### config.mk
export PLATFORM = sky130hd
export DESIGN_NAME = tx_frame_top
export DESIGN_NICKNAME = d
export VERILOG_FILES = /design/src/design/tx_frame_pkg.sv /design/src/design/frame_timing_if.sv /design/src/design/frame_ctrl_fsm.sv /design/src/design/bit_counter.sv /design/src/design/crc16_engine.sv /design/src/design/payload_buffer.sv /design/src/design/frame_mux.sv /design/src/design/bit_serializer.sv /design/src/design/tx_frame_top.sv
export SDC_FILE = /design/constraint.sdc
export NUM_CORES = 1
export LEC_CHECK = 0
export BUFFER_PORTS_ARGS = -buffer_cell sky130_fd_sc_hd__buf_2
export CORE_ASPECT_RATIO = 1.1
export CORE_UTILIZATION = 40
export DETAILED_ROUTE_END_ITERATION = 8
export GPL_TIMING_DRIVEN = 0
export PLACE_DENSITY_LB_ADDON = 0.1
export SLEW_MARGIN = 15
export SYNTH_ARGS = -nofsm -noshare
export SYNTH_HDL_FRONTEND = slang
export SYNTH_HIERARCHICAL = 1
export SYNTH_SLANG_ARGS = --single-unit
### constraint.sdc
create_clock -name clk -period 3.99 [get_ports clk]
set_clock_uncertainty 0.15 [all_clocks]
set_input_delay 0.1995 -clock clk [delete_from_list [all_inputs] [get_ports clk]]
set_output_delay 0.1995 -clock clk [all_outputs]
set_load 0.1 [all_outputs]
### src/design/tx_frame_pkg.sv
package tx_frame_pkg;

    // Widths used across the framer.
    typedef logic [7:0]  byte_t;
    typedef logic [15:0] crc_t;
    typedef logic [6:0]  count_t;    // Reaches at most SHR_LAST.
    typedef logic [2:0]  bit_idx_t;
    typedef logic [5:0]  buf_ptr_t;

    typedef enum logic [1:0] {
        WAITING  = 2'd0,
        SHR      = 2'd1,
        PHR_PSDU = 2'd2,
        FCS      = 2'd3
    } frame_state_e;

    // Reflected CCITT CRC with no final inversion.
    localparam crc_t CRC_INIT      = 16'hffff;
    localparam crc_t CRC_POLY_REFL = 16'h8408;

    // Synchronisation header bytes.
    localparam byte_t PREAMBLE_BYTE = 8'haa;
    localparam byte_t SFD_BYTE0     = 8'hf3;
    localparam byte_t SFD_BYTE1     = 8'h98;

    // Terminal counts per state.
    localparam count_t PREAMBLE_CYCLES = 7'd64;
    localparam count_t SHR_LAST        = 7'd79;
    localparam count_t BYTE_LAST       = 7'd7;
    localparam count_t FCS_LAST        = 7'd15;

    localparam int BUF_DEPTH = 64;

endpackage

### src/design/frame_timing_if.sv
`timescale 1ns/1ps

interface frame_timing_if import tx_frame_pkg::*; ();

    frame_state_e state;
    count_t       count;
    bit_idx_t     bit_idx;
    logic         count_last;   // Counter is at its terminal value.
    logic         pop;          // Advance the payload FIFO.
    logic         last_byte;    // One entry left in the FIFO.

    modport ctrl_mp    (output state, output pop, input count_last, input last_byte);

    modport counter_mp (input state, output count, output bit_idx, output count_last);

    modport buffer_mp  (input pop, output last_byte);

    modport data_mp    (input state, input count, input bit_idx);

endinterface

### src/design/frame_ctrl_fsm.sv
`timescale 1ns/1ps

module frame_ctrl_fsm import tx_frame_pkg::*; (
    input  logic            clk,
    input  logic            reset_n,
    input  logic            start,
    frame_timing_if.ctrl_mp tmg,
    input  logic            buffer_empty,
    output logic            busy,
    output logic            frame_done
);

    frame_state_e state;
    frame_state_e next_state;

    always_comb begin
        next_state = state;
        case (state)
            WAITING: begin
                if (start && !buffer_empty)
                    next_state = SHR;
            end
            SHR: begin
                if (tmg.count_last)
                    next_state = PHR_PSDU;
            end
            PHR_PSDU: begin
                // Leave once the final buffered byte has gone out.
                if (tmg.count_last && tmg.last_byte)
                    next_state = FCS;
            end
            FCS: begin
                if (tmg.count_last)
                    next_state = WAITING;
            end
            default: next_state = WAITING;
        endcase
    end

    always_ff @(posedge clk or negedge reset_n) begin
        if (!reset_n)
            state <= WAITING;
        else
            state <= next_state;
    end

    assign tmg.state  = state;
    assign tmg.pop    = (state == PHR_PSDU) && tmg.count_last;  // One pop per byte.
    assign busy       = (state != WAITING);
    assign frame_done = (state == FCS) && tmg.count_last;

    a_state_known: assert property (@(posedge clk) disable iff (!reset_n)
        !$isunknown(state))
        else $error("frame_ctrl_fsm: state is unknown");

    // The FIFO holds data for as long as payload bytes go out.
    a_payload_present: assert property (@(posedge clk) disable iff (!reset_n)
        (state == PHR_PSDU) |-> !buffer_empty)
        else $error("frame_ctrl_fsm: PHR_PSDU with an empty buffer");

endmodule

### src/design/bit_counter.sv
`timescale 1ns/1ps

module bit_counter import tx_frame_pkg::*; (
    input  logic               clk,
    input  logic               reset_n,
    frame_timing_if.counter_mp tmg
);

    count_t count;
    count_t last_value;

    // Terminal value of the current state.
    always_comb begin
        case (tmg.state)
            SHR:      last_value = SHR_LAST;
            PHR_PSDU: last_value = BYTE_LAST;
            FCS:      last_value = FCS_LAST;
            default:  last_value = '0;
        endcase
    end

    assign tmg.count_last = (tmg.state != WAITING) && (count == last_value);

    always_ff @(posedge clk or negedge reset_n) begin
        if (!reset_n) begin
            count <= '0;
        end else if (tmg.state == WAITING || tmg.count_last) begin
            count <= '0;   // Wrap together with the state change.
        end else begin
            count <= count + count_t'(1);
        end
    end

    assign tmg.count   = count;
    assign tmg.bit_idx = count[2:0];   // LSB first within each byte.

endmodule

### src/design/crc16_engine.sv
`timescale 1ns/1ps

module crc16_engine import tx_frame_pkg::*; (
    input  logic            clk,
    input  logic            reset_n,
    frame_timing_if.data_mp tmg,
    input  byte_t           data_byte,
    output crc_t            crc
);

    logic feedback;
    crc_t crc_next;

    assign feedback = data_byte[tmg.bit_idx] ^ crc[0];

    // One step of the reflected LFSR.
    assign crc_next = (crc >> 1) ^ (feedback ? CRC_POLY_REFL : '0);

    always_ff @(posedge clk or negedge reset_n) begin
        if (!reset_n) begin
            crc <= CRC_INIT;
        end else begin
            case (tmg.state)
                PHR_PSDU: crc <= crc_next;
                FCS:      crc <= crc;        // Held while the FCS goes out.
                default:  crc <= CRC_INIT;
            endcase
        end
    end

endmodule

### src/design/payload_buffer.sv
`timescale 1ns/1ps

module payload_buffer import tx_frame_pkg::*; (
    input  logic              clk,
    input  logic              reset_n,
    input  logic              wr_en,
    input  byte_t             wr_data,
    frame_timing_if.buffer_mp tmg,
    output byte_t             head,
    output logic              empty,
    output logic              full
);

    localparam int FILL_W = $clog2(BUF_DEPTH + 1);

    byte_t              mem [BUF_DEPTH];
    buf_ptr_t           wr_ptr;
    buf_ptr_t           rd_ptr;
    logic [FILL_W-1:0]  fill;
    logic               push;

    assign push = wr_en && !full;   // Writes into a full buffer are lost.

    always_ff @(posedge clk) begin
        if (push)
            mem[wr_ptr] <= wr_data;
    end

    always_ff @(posedge clk or negedge reset_n) begin
        if (!reset_n) begin
            wr_ptr <= '0;
            rd_ptr <= '0;
            fill   <= '0;
        end else begin
            if (push)
                wr_ptr <= wr_ptr + buf_ptr_t'(1);   // Wraps at the depth.
            if (tmg.pop)
                rd_ptr <= rd_ptr + buf_ptr_t'(1);
            case ({push, tmg.pop})
                2'b10:   fill <= fill + FILL_W'(1);
                2'b01:   fill <= fill - FILL_W'(1);
                default: fill <= fill;
            endcase
        end
    end

    assign head          = mem[rd_ptr];
    assign empty         = (fill == '0);
    assign full          = (fill == FILL_W'(BUF_DEPTH));
    assign tmg.last_byte = (fill == FILL_W'(1));

    a_no_pop_empty: assert property (@(posedge clk) disable iff (!reset_n)
        tmg.pop |-> !empty)
        else $error("payload_buffer: pop while empty");

endmodule

### src/design/frame_mux.sv
`timescale 1ns/1ps

module frame_mux import tx_frame_pkg::*; (
    frame_timing_if.data_mp tmg,
    input  byte_t           head,
    input  crc_t            crc,
    output byte_t           tx_byte
);

    always_comb begin
        case (tmg.state)
            SHR: begin
                if (tmg.count < PREAMBLE_CYCLES)
                    tx_byte = PREAMBLE_BYTE;
                else if (tmg.count < PREAMBLE_CYCLES + BYTE_LAST + count_t'(1))
                    tx_byte = SFD_BYTE0;
                else
                    tx_byte = SFD_BYTE1;
            end
            PHR_PSDU: begin
                tx_byte = head;   // Payload passes through unchanged.
            end
            FCS: begin
                // Low byte first.
                if (tmg.count <= BYTE_LAST)
                    tx_byte = crc[7:0];
                else
                    tx_byte = crc[15:8];
            end
            default: begin
                tx_byte = '0;
            end
        endcase
    end

endmodule

### src/design/bit_serializer.sv
`timescale 1ns/1ps

module bit_serializer import tx_frame_pkg::*; (
    input  logic            clk,
    input  logic            reset_n,
    frame_timing_if.data_mp tmg,
    input  byte_t           tx_byte,
    output logic            tx_bit,
    output logic            tx_valid
);

    logic active;

    assign active = (tmg.state != WAITING);

    // Serial output trails tx_byte by one cycle.
    always_ff @(posedge clk or negedge reset_n) begin
        if (!reset_n) begin
            tx_bit   <= 1'b0;
            tx_valid <= 1'b0;
        end else begin
            tx_bit   <= tx_byte[tmg.bit_idx];
            tx_valid <= active;
        end
    end

endmodule

### src/design/tx_frame_top.sv
`timescale 1ns/1ps

module tx_frame_top import tx_frame_pkg::*; (
    input  logic  clk,
    input  logic  reset_n,
    input  logic  wr_en,
    input  byte_t wr_data,
    input  logic  start,
    output logic  buffer_full,
    output logic  busy,
    output byte_t tx_byte,
    output logic  tx_bit,
    output logic  tx_valid,
    output logic  frame_done
);

    byte_t head;
    crc_t  crc;
    logic  buffer_empty;
    logic  host_wr;

    assign host_wr = wr_en && !busy;   // Host is locked out during a frame.

    frame_timing_if tmg ();

    frame_ctrl_fsm i_frame_ctrl_fsm (
        .clk          (clk),
        .reset_n      (reset_n),
        .start        (start),
        .tmg          (tmg.ctrl_mp),
        .buffer_empty (buffer_empty),
        .busy         (busy),
        .frame_done   (frame_done)
    );

    bit_counter i_bit_counter (
        .clk     (clk),
        .reset_n (reset_n),
        .tmg     (tmg.counter_mp)
    );

    payload_buffer i_payload_buffer (
        .clk     (clk),
        .reset_n (reset_n),
        .wr_en   (host_wr),
        .wr_data (wr_data),
        .tmg     (tmg.buffer_mp),
        .head    (head),
        .empty   (buffer_empty),
        .full    (buffer_full)
    );

    crc16_engine i_crc16_engine (
        .clk       (clk),
        .reset_n   (reset_n),
        .tmg       (tmg.data_mp),
        .data_byte (head),
        .crc       (crc)
    );

    frame_mux i_frame_mux (
        .tmg     (tmg.data_mp),
        .head    (head),
        .crc     (crc),
        .tx_byte (tx_byte)
    );

    bit_serializer i_bit_serializer (
        .clk      (clk),
        .reset_n  (reset_n),
        .tmg      (tmg.data_mp),
        .tx_byte  (tx_byte),
        .tx_bit   (tx_bit),
        .tx_valid (tx_valid)
    );

endmodule

* After elaboration in Yosys (flattened, before gate mapping) *
Memories as Yosys holds them, arrays and structs flattened.
Cells that the tools add are included.

word-level totals
  bits in registers = 46
  bits in writable memories = 512
  input port bits = 12
  logic and storage cells = 68
  memories kept = 1

memories
  memory                words  bits a word  rd ports  clocked after memory_dff  wr ports  RTL line              RTL
  i_payload_buffer.mem  64     8            1         0                         1         payload_buffer.sv:16  byte_t mem [BUF_DEPTH];

operators by class
  add/sub/neg operators = 5
  order comparisons = 4
  equality and inequality tests = 12
  multiplexer cells = 20
  bitwise gates (word level) = 2
  reduce and logical (&&, ||, !) cells = 16

operator list
  kind                                                             count
  case mux 16 bit (2 select lines)                                 1
  case mux 8 bit (3 select lines)                                  1
  case mux 7 bit (3 select lines)                                  1
  2-to-1 mux 16 bit                                                1
  2-to-1 mux 8 bit                                                 2
  XOR 15 x 16 -> 16 bit                                            1
  adder 7 x 1 -> 7 bit (second input constant)                     2
  < comparator 7 bit (second input constant)                       2
  2-to-1 mux 7 bit                                                 2
  case mux 7 bit (2 select lines)                                  1
  adder 6 x 1 -> 6 bit (second input constant)                     2
  2-to-1 mux 2 bit                                                 4
  case mux 2 bit (4 select lines)                                  1
  == test 7 x 1 -> 1 bit (second input constant)                   1
  == test 7 bit                                                    1
  == test 7 bit (second input constant)                            1
  less-or-equal comparator 7 x 3 -> 1 bit (second input constant)  1
  logical AND 1 bit                                                7
  logical NOT 7 bit                                                1
  subtractor 7 x 1 -> 7 bit (second input constant)                1
  binary-select mux 1 bit (select 3 bit)                           2
  == test 2 bit (second input constant)                            3
  == test 2 x 1 -> 1 bit (second input constant)                   2
  < comparator 3 x 4 -> 1 bit (second input constant)              1
  9 further kinds                                                  17

* Logic depth before layout (Yosys ltp) *
  depth after elaboration = 7
  mapped depth = 12
  gate-level depth less buffers = 11

* Modules after synthesis *
Netlist, hierarchy kept.

modules (own cells, without submodules)
  module          instances  cells an instance  area an instance (um^2)  sequential area each (um^2)
  payload_buffer  1          1110               21100.2                  15850.2
  crc16_engine    1          70                 828.3                    420.4
  bit_counter     1          45                 430.4                    175.2
  frame_mux       1          33                 235.2                    0.0
  frame_ctrl_fsm  1          17                 180.2                    50.0
  bit_serializer  1          6                  120.1                    50.0
  tx_frame_top    1          1                  13.8                     0.0

* Worst setup path after synthesis *
OpenSTA, ideal clock, no wires.

  path type = register -> register
  start point = reg i_bit_counter.count[5], in the netlist i_bit_counter/tmg.count[5]
  end point = reg i_bit_serializer.tx_bit
  library setup time = 0.064 ns
  data arrival time = 4.096 ns
  required time = 3.776 ns
  path slack = -0.321 ns
  cell stages (with the launch flop) = 6
  period minus slack after synthesis = 4.311 ns
  cells stage by stage = dfrtp_1 > nor4_4 > mux2i_1 > o21ai_0 > mux4_1 > mux2_2

RTL lines
  item                                                                           RTL line                          RTL
  start: declaration                                                             bit_counter.sv:9                  count_t count;
  start signal: assignment                                                       bit_counter.sv:30                 count <= count + count_t'(1);
  less-or-equal comparator 7 x 3 -> 1 bit or < comparator 7 bit (tied branches)  frame_mux.sv:25, frame_mux.sv:13
  2-to-1 mux 8 bit, on equally long branches                                     frame_mux.sv:25, frame_mux.sv:13
  case mux 8 bit (3 select lines) (*)                                            frame_mux.sv:11                   case (tmg.state)
  named net tx_byte[4]                                                           tx_frame_top.sv:11                output byte_t tx_byte,
  binary-select mux 1 bit (select 3 bit) (*)                                     bit_serializer.sv:22              tx_bit <= tx_byte[tmg.bit_idx];
  2-to-1 mux 1 bit (not written as such) (*)                                     bit_serializer.sv:22
  end signal: assignment                                                         bit_serializer.sv:22
  end: declaration                                                               bit_serializer.sv:8               output logic tx_bit,

The timed path passes the listed nets; every way through them passes the cells marked *. The select of a mux whose other input is x is not followed.
A chain may end at the register's enable or synchronous reset.

* Final worst setup path *
  start point = reg i_payload_buffer.rd_ptr[2]
  end point = out tx_byte[7]

on the way
  word-level cells in the longest chain between the ends = 2

RTL lines
  item                             RTL line              RTL
  start: declaration               payload_buffer.sv:18  buf_ptr_t rd_ptr;
  start signal: assignment         payload_buffer.sv:38  rd_ptr <= rd_ptr + buf_ptr_t'(1);
  memory (64 x 8 bit)              --
  named net head[7]                tx_frame_top.sv:17    byte_t head;
  case mux 8 bit (3 select lines)  frame_mux.sv:11
  end: declaration                 tx_frame_top.sv:11

The timed path passes the listed nets, and every way through them passes these cells.

==> reports/metrics.cfg <==
[outcome]
status=finished, violations left
violations=hold timing

[clocking]
cts-root-buf=clkbuf_16
worstSkewPairLatency_ps=620
clk_pin_slew_worst_paths_ps=60
cts_sinks=558
cts.htree.levels=2
clk_path_buf_depth=3
cts_tree=built
numCtsBuffers=60

[place]
port_buffers=24
gp_congestion=0.900
place_ws_ps=-308
placed_cells=2047
dpl.hpwl_mm=39.4

[timing]
fin_crit_sh_pct=96.7
rsz0062_at_grt=yes
fmax_ghz=0.259
period_minus_slack_ps=3860
setup_ws_ps=133
setup_tns_ps=0
tightest_slew_ps=989
hold_viol_final=1
hold_ws_ps=-0.870
relSlewSlack_pct=33.8
drv_slew=0
setup_viol=0

[routing]
totalWireLength_mm=61.2
route.detailed.drc=0
avgViaCountPerCell=5.66
antenna_left=0
routedWlPerCell_um=28.3
dr_total_vias=12200
first_pass_iters=5
drtIter0Drc=1040

[critical_path]
crit_top_cell=buf_2
r2r_end=i_payload_buffer/mem[8][7]$_DFFE_PP_
worst-path-buf-inv=4
worst_path_max_delay_cell=dfrtp_1
critPathMaxStageDelay_ps=370
cp_max_fo=10
setup.worst_path.start_class=register
cp-end-kind=output pin
r2r-start=i_frame_ctrl_fsm/tmg.state[0]$_DFFE_PN0P_
critPathKind=reg2out
required_ps=3640
cp_cell_sequence=buf_2, and2_1, buf_2, buf_4, a221oi_2, o21ai_0, a22oi_2, a21o_1, a21oi_1, a31oi_2, buf_6
rr_worst_depth=9
critPathTopFamily=compound AO/OA/AOI/OAI gates
rrSetupSlack_ps=210
cp.arrival_ps=3510

[global_route]
grt-ovfl-total=0
antenna_found_initial=0
track_usage_pct=21.4
grt_pass1_wl_mm=88.5
grt_pass1_vias=12300
grt_max_degree=65

[final_layout]
nNetsFinal=1391
antenna_cells=0
layout.cells.non_filler=2159
drive_above_1_share_pct=22.5
syn_to_final_growth_pct=15.0
utilization_pct=46.8

[die]
io_pins=25
fp.dieH_um=253
dieWidth_um=230
start_util_pct=40.7
coreArea_um2=56200
fp.dieArea_um2=58200
rows=91

[pwr]
p_per_area_nw_per_um2=580
peakVddDrop_uv=369
cellLeakagePower_nw=8.28

[logic_synthesis]
yosys_warnings=6
syn_inst=1279
syn-cell-area_um2=22900
synth_nets=1303
syn_area_per_cell_um2=17.9

[hold_path]
min_path_type=in2reg
whs_path_depth=1
min_to=i_payload_buffer/mem[29][3]$_DFFE_PP_
hold_start=wr_data[3]

[run]
drv_cap=0

==> cells in the final DEF (no fill, tap or decap), types with 7 or more instances in the layout <==
| master | n |
|---|---|
| nand2_1 | 45 |
| xnor2_1 | 12 |
| edfxtp_1 | 512 |
| a221oi_2 | 24 |
| buf_2 | 15 |
| clkbuf_1 | 33 |
| o22ai_1 | 16 |
| xor2_1 | 9 |
| dfstp_2 | 16 |
| o211ai_1 | 7 |
| nand3_1 | 17 |
| a21oi_1 | 18 |
| a211oi_2 | 8 |
| o221ai_1 | 14 |
| clkinv_1 | 17 |
| buf_4 | 19 |
| nor2b_1 | 7 |
| o21ai_1 | 14 |
| nor2_1 | 82 |
| clkinv_2 | 9 |
| buf_6 | 16 |
| a21o_1 | 7 |
| buf_12 | 10 |
| nand3b_1 | 8 |
| inv_1 | 8 |
| a211oi_1 | 7 |
| ha_1 | 12 |
| dfrtp_1 | 29 |
| mux4_2 | 65 |
| o21ai_0 | 16 |
| clkbuf_2 | 9 |
| mux2i_1 | 143 |
| clkbuf_16 | 62 |
==> metal layers <==
| metal | vias to the layer above | wire length (µm) | part of all wire, % | global-route usage, % |
|---|---|---|---|---|
| li1 | 5334 | - | - | - |
| met1 | 6421 | 27400 | 45 | 29.8 |
| met2 | 354 | 29000 | 47 | 34.3 |
| met3 | 106 | 2790 | 4.6 | 3.02 |
| met4 | 0 | 2000 | 3.3 | 7.25 |
| met5 | - | 0 | 0 | 0 |
==> per-stage QoR <==
stage                     total power [mW]  instance area [µm²]  hold slack [ps]
after floorplan                       9.19                22900             -246
after global placement                10.0                23900              345
after detailed placement              10.1                24000              356
after CTS                             15.4                26100             31.3
after global routing                  15.8                26300             13.4
final                                 15.3                26300           -0.870
==> where the power goes <==
group / switching, mW / total [mW] / internal, mW
Clock: 2.23 / 5.19 / 2.95
Combinational: 2.04 / 3.28 / 1.24
Sequential: 0.206 / 6.80 / 6.59
==> worst max path at each step <==
stage,end,start,depth (start not counted)
6_report,tx_byte[7],i_payload_buffer/rd_ptr[2]$_DFFE_PN0P_,11
5_1_grt,i_payload_buffer/mem[32][4]$_DFFE_PP_,i_frame_ctrl_fsm/tmg.state[0]$_DFFE_PN0P_,9
3_5_place_dp,i_bit_serializer/tx_bit$_DFF_PN0_,i_payload_buffer/rd_ptr[1]$_DFFE_PN0P_,10
3_3_place_gp,i_crc16_engine/crc[15]$_DFFE_PN1P_,i_payload_buffer/rd_ptr[2]$_DFFE_PN0P_,10
2_1_floorplan,i_bit_serializer/tx_bit$_DFF_PN0_,i_payload_buffer/rd_ptr[1]$_DFFE_PN0P_,12
4_1_cts,tx_byte[5],i_payload_buffer/rd_ptr[1]$_DFFE_PN0P_,11
==> worst reg2reg max path: stages, from the launching register on <==
cell,delay [ps]
dfrtp_1,680
inv_1,210
ha_1,230
inv_1,90
nor2b_4,140
nor2b_1,260
inv_2,100
nor2_2,240
nand2_1,470
nor2_1,850
==> registers in the layout, summed over array words and instances, names as in the netlist <==
signal	cells
i_bit_counter/tmg.count	7
i_payload_buffer/fill	7
i_payload_buffer/mem	512
i_frame_ctrl_fsm/tmg.state	2
i_payload_buffer/wr_ptr	6
i_payload_buffer/rd_ptr	6
i_bit_serializer/tx_valid	1
i_crc16_engine/crc	16
i_bit_serializer/tx_bit	1
==> layout make-up <==
type | count | area (µm²)
Fill cell | 4895 | 29900
Multi-Input combinational cell | 639 | 6150
Sequential cell | 558 | 16500
Timing Repair Buffer | 28 | 235
Inverter | 9 | 33.8
Clock inverter | 30 | 194
Clock buffer | 80 | 1620
Buffer | 71 | 597
Tap cell | 744 | 931
==> what timing repair did <==
| action | 4_1_cts | 5_1_grt |
|---|---|---|
| pin swaps | 2 | 4 |
| hold buffers | 3 | 0 |
| buffers inserted | 0 | 1 |
| gates resized for setup | 87 | 53 |
| hold endpoints to repair | 36 | 0 |
| setup endpoints to repair | 12 | 11 |
No activity file was read; power rests on OpenSTA's default activity.
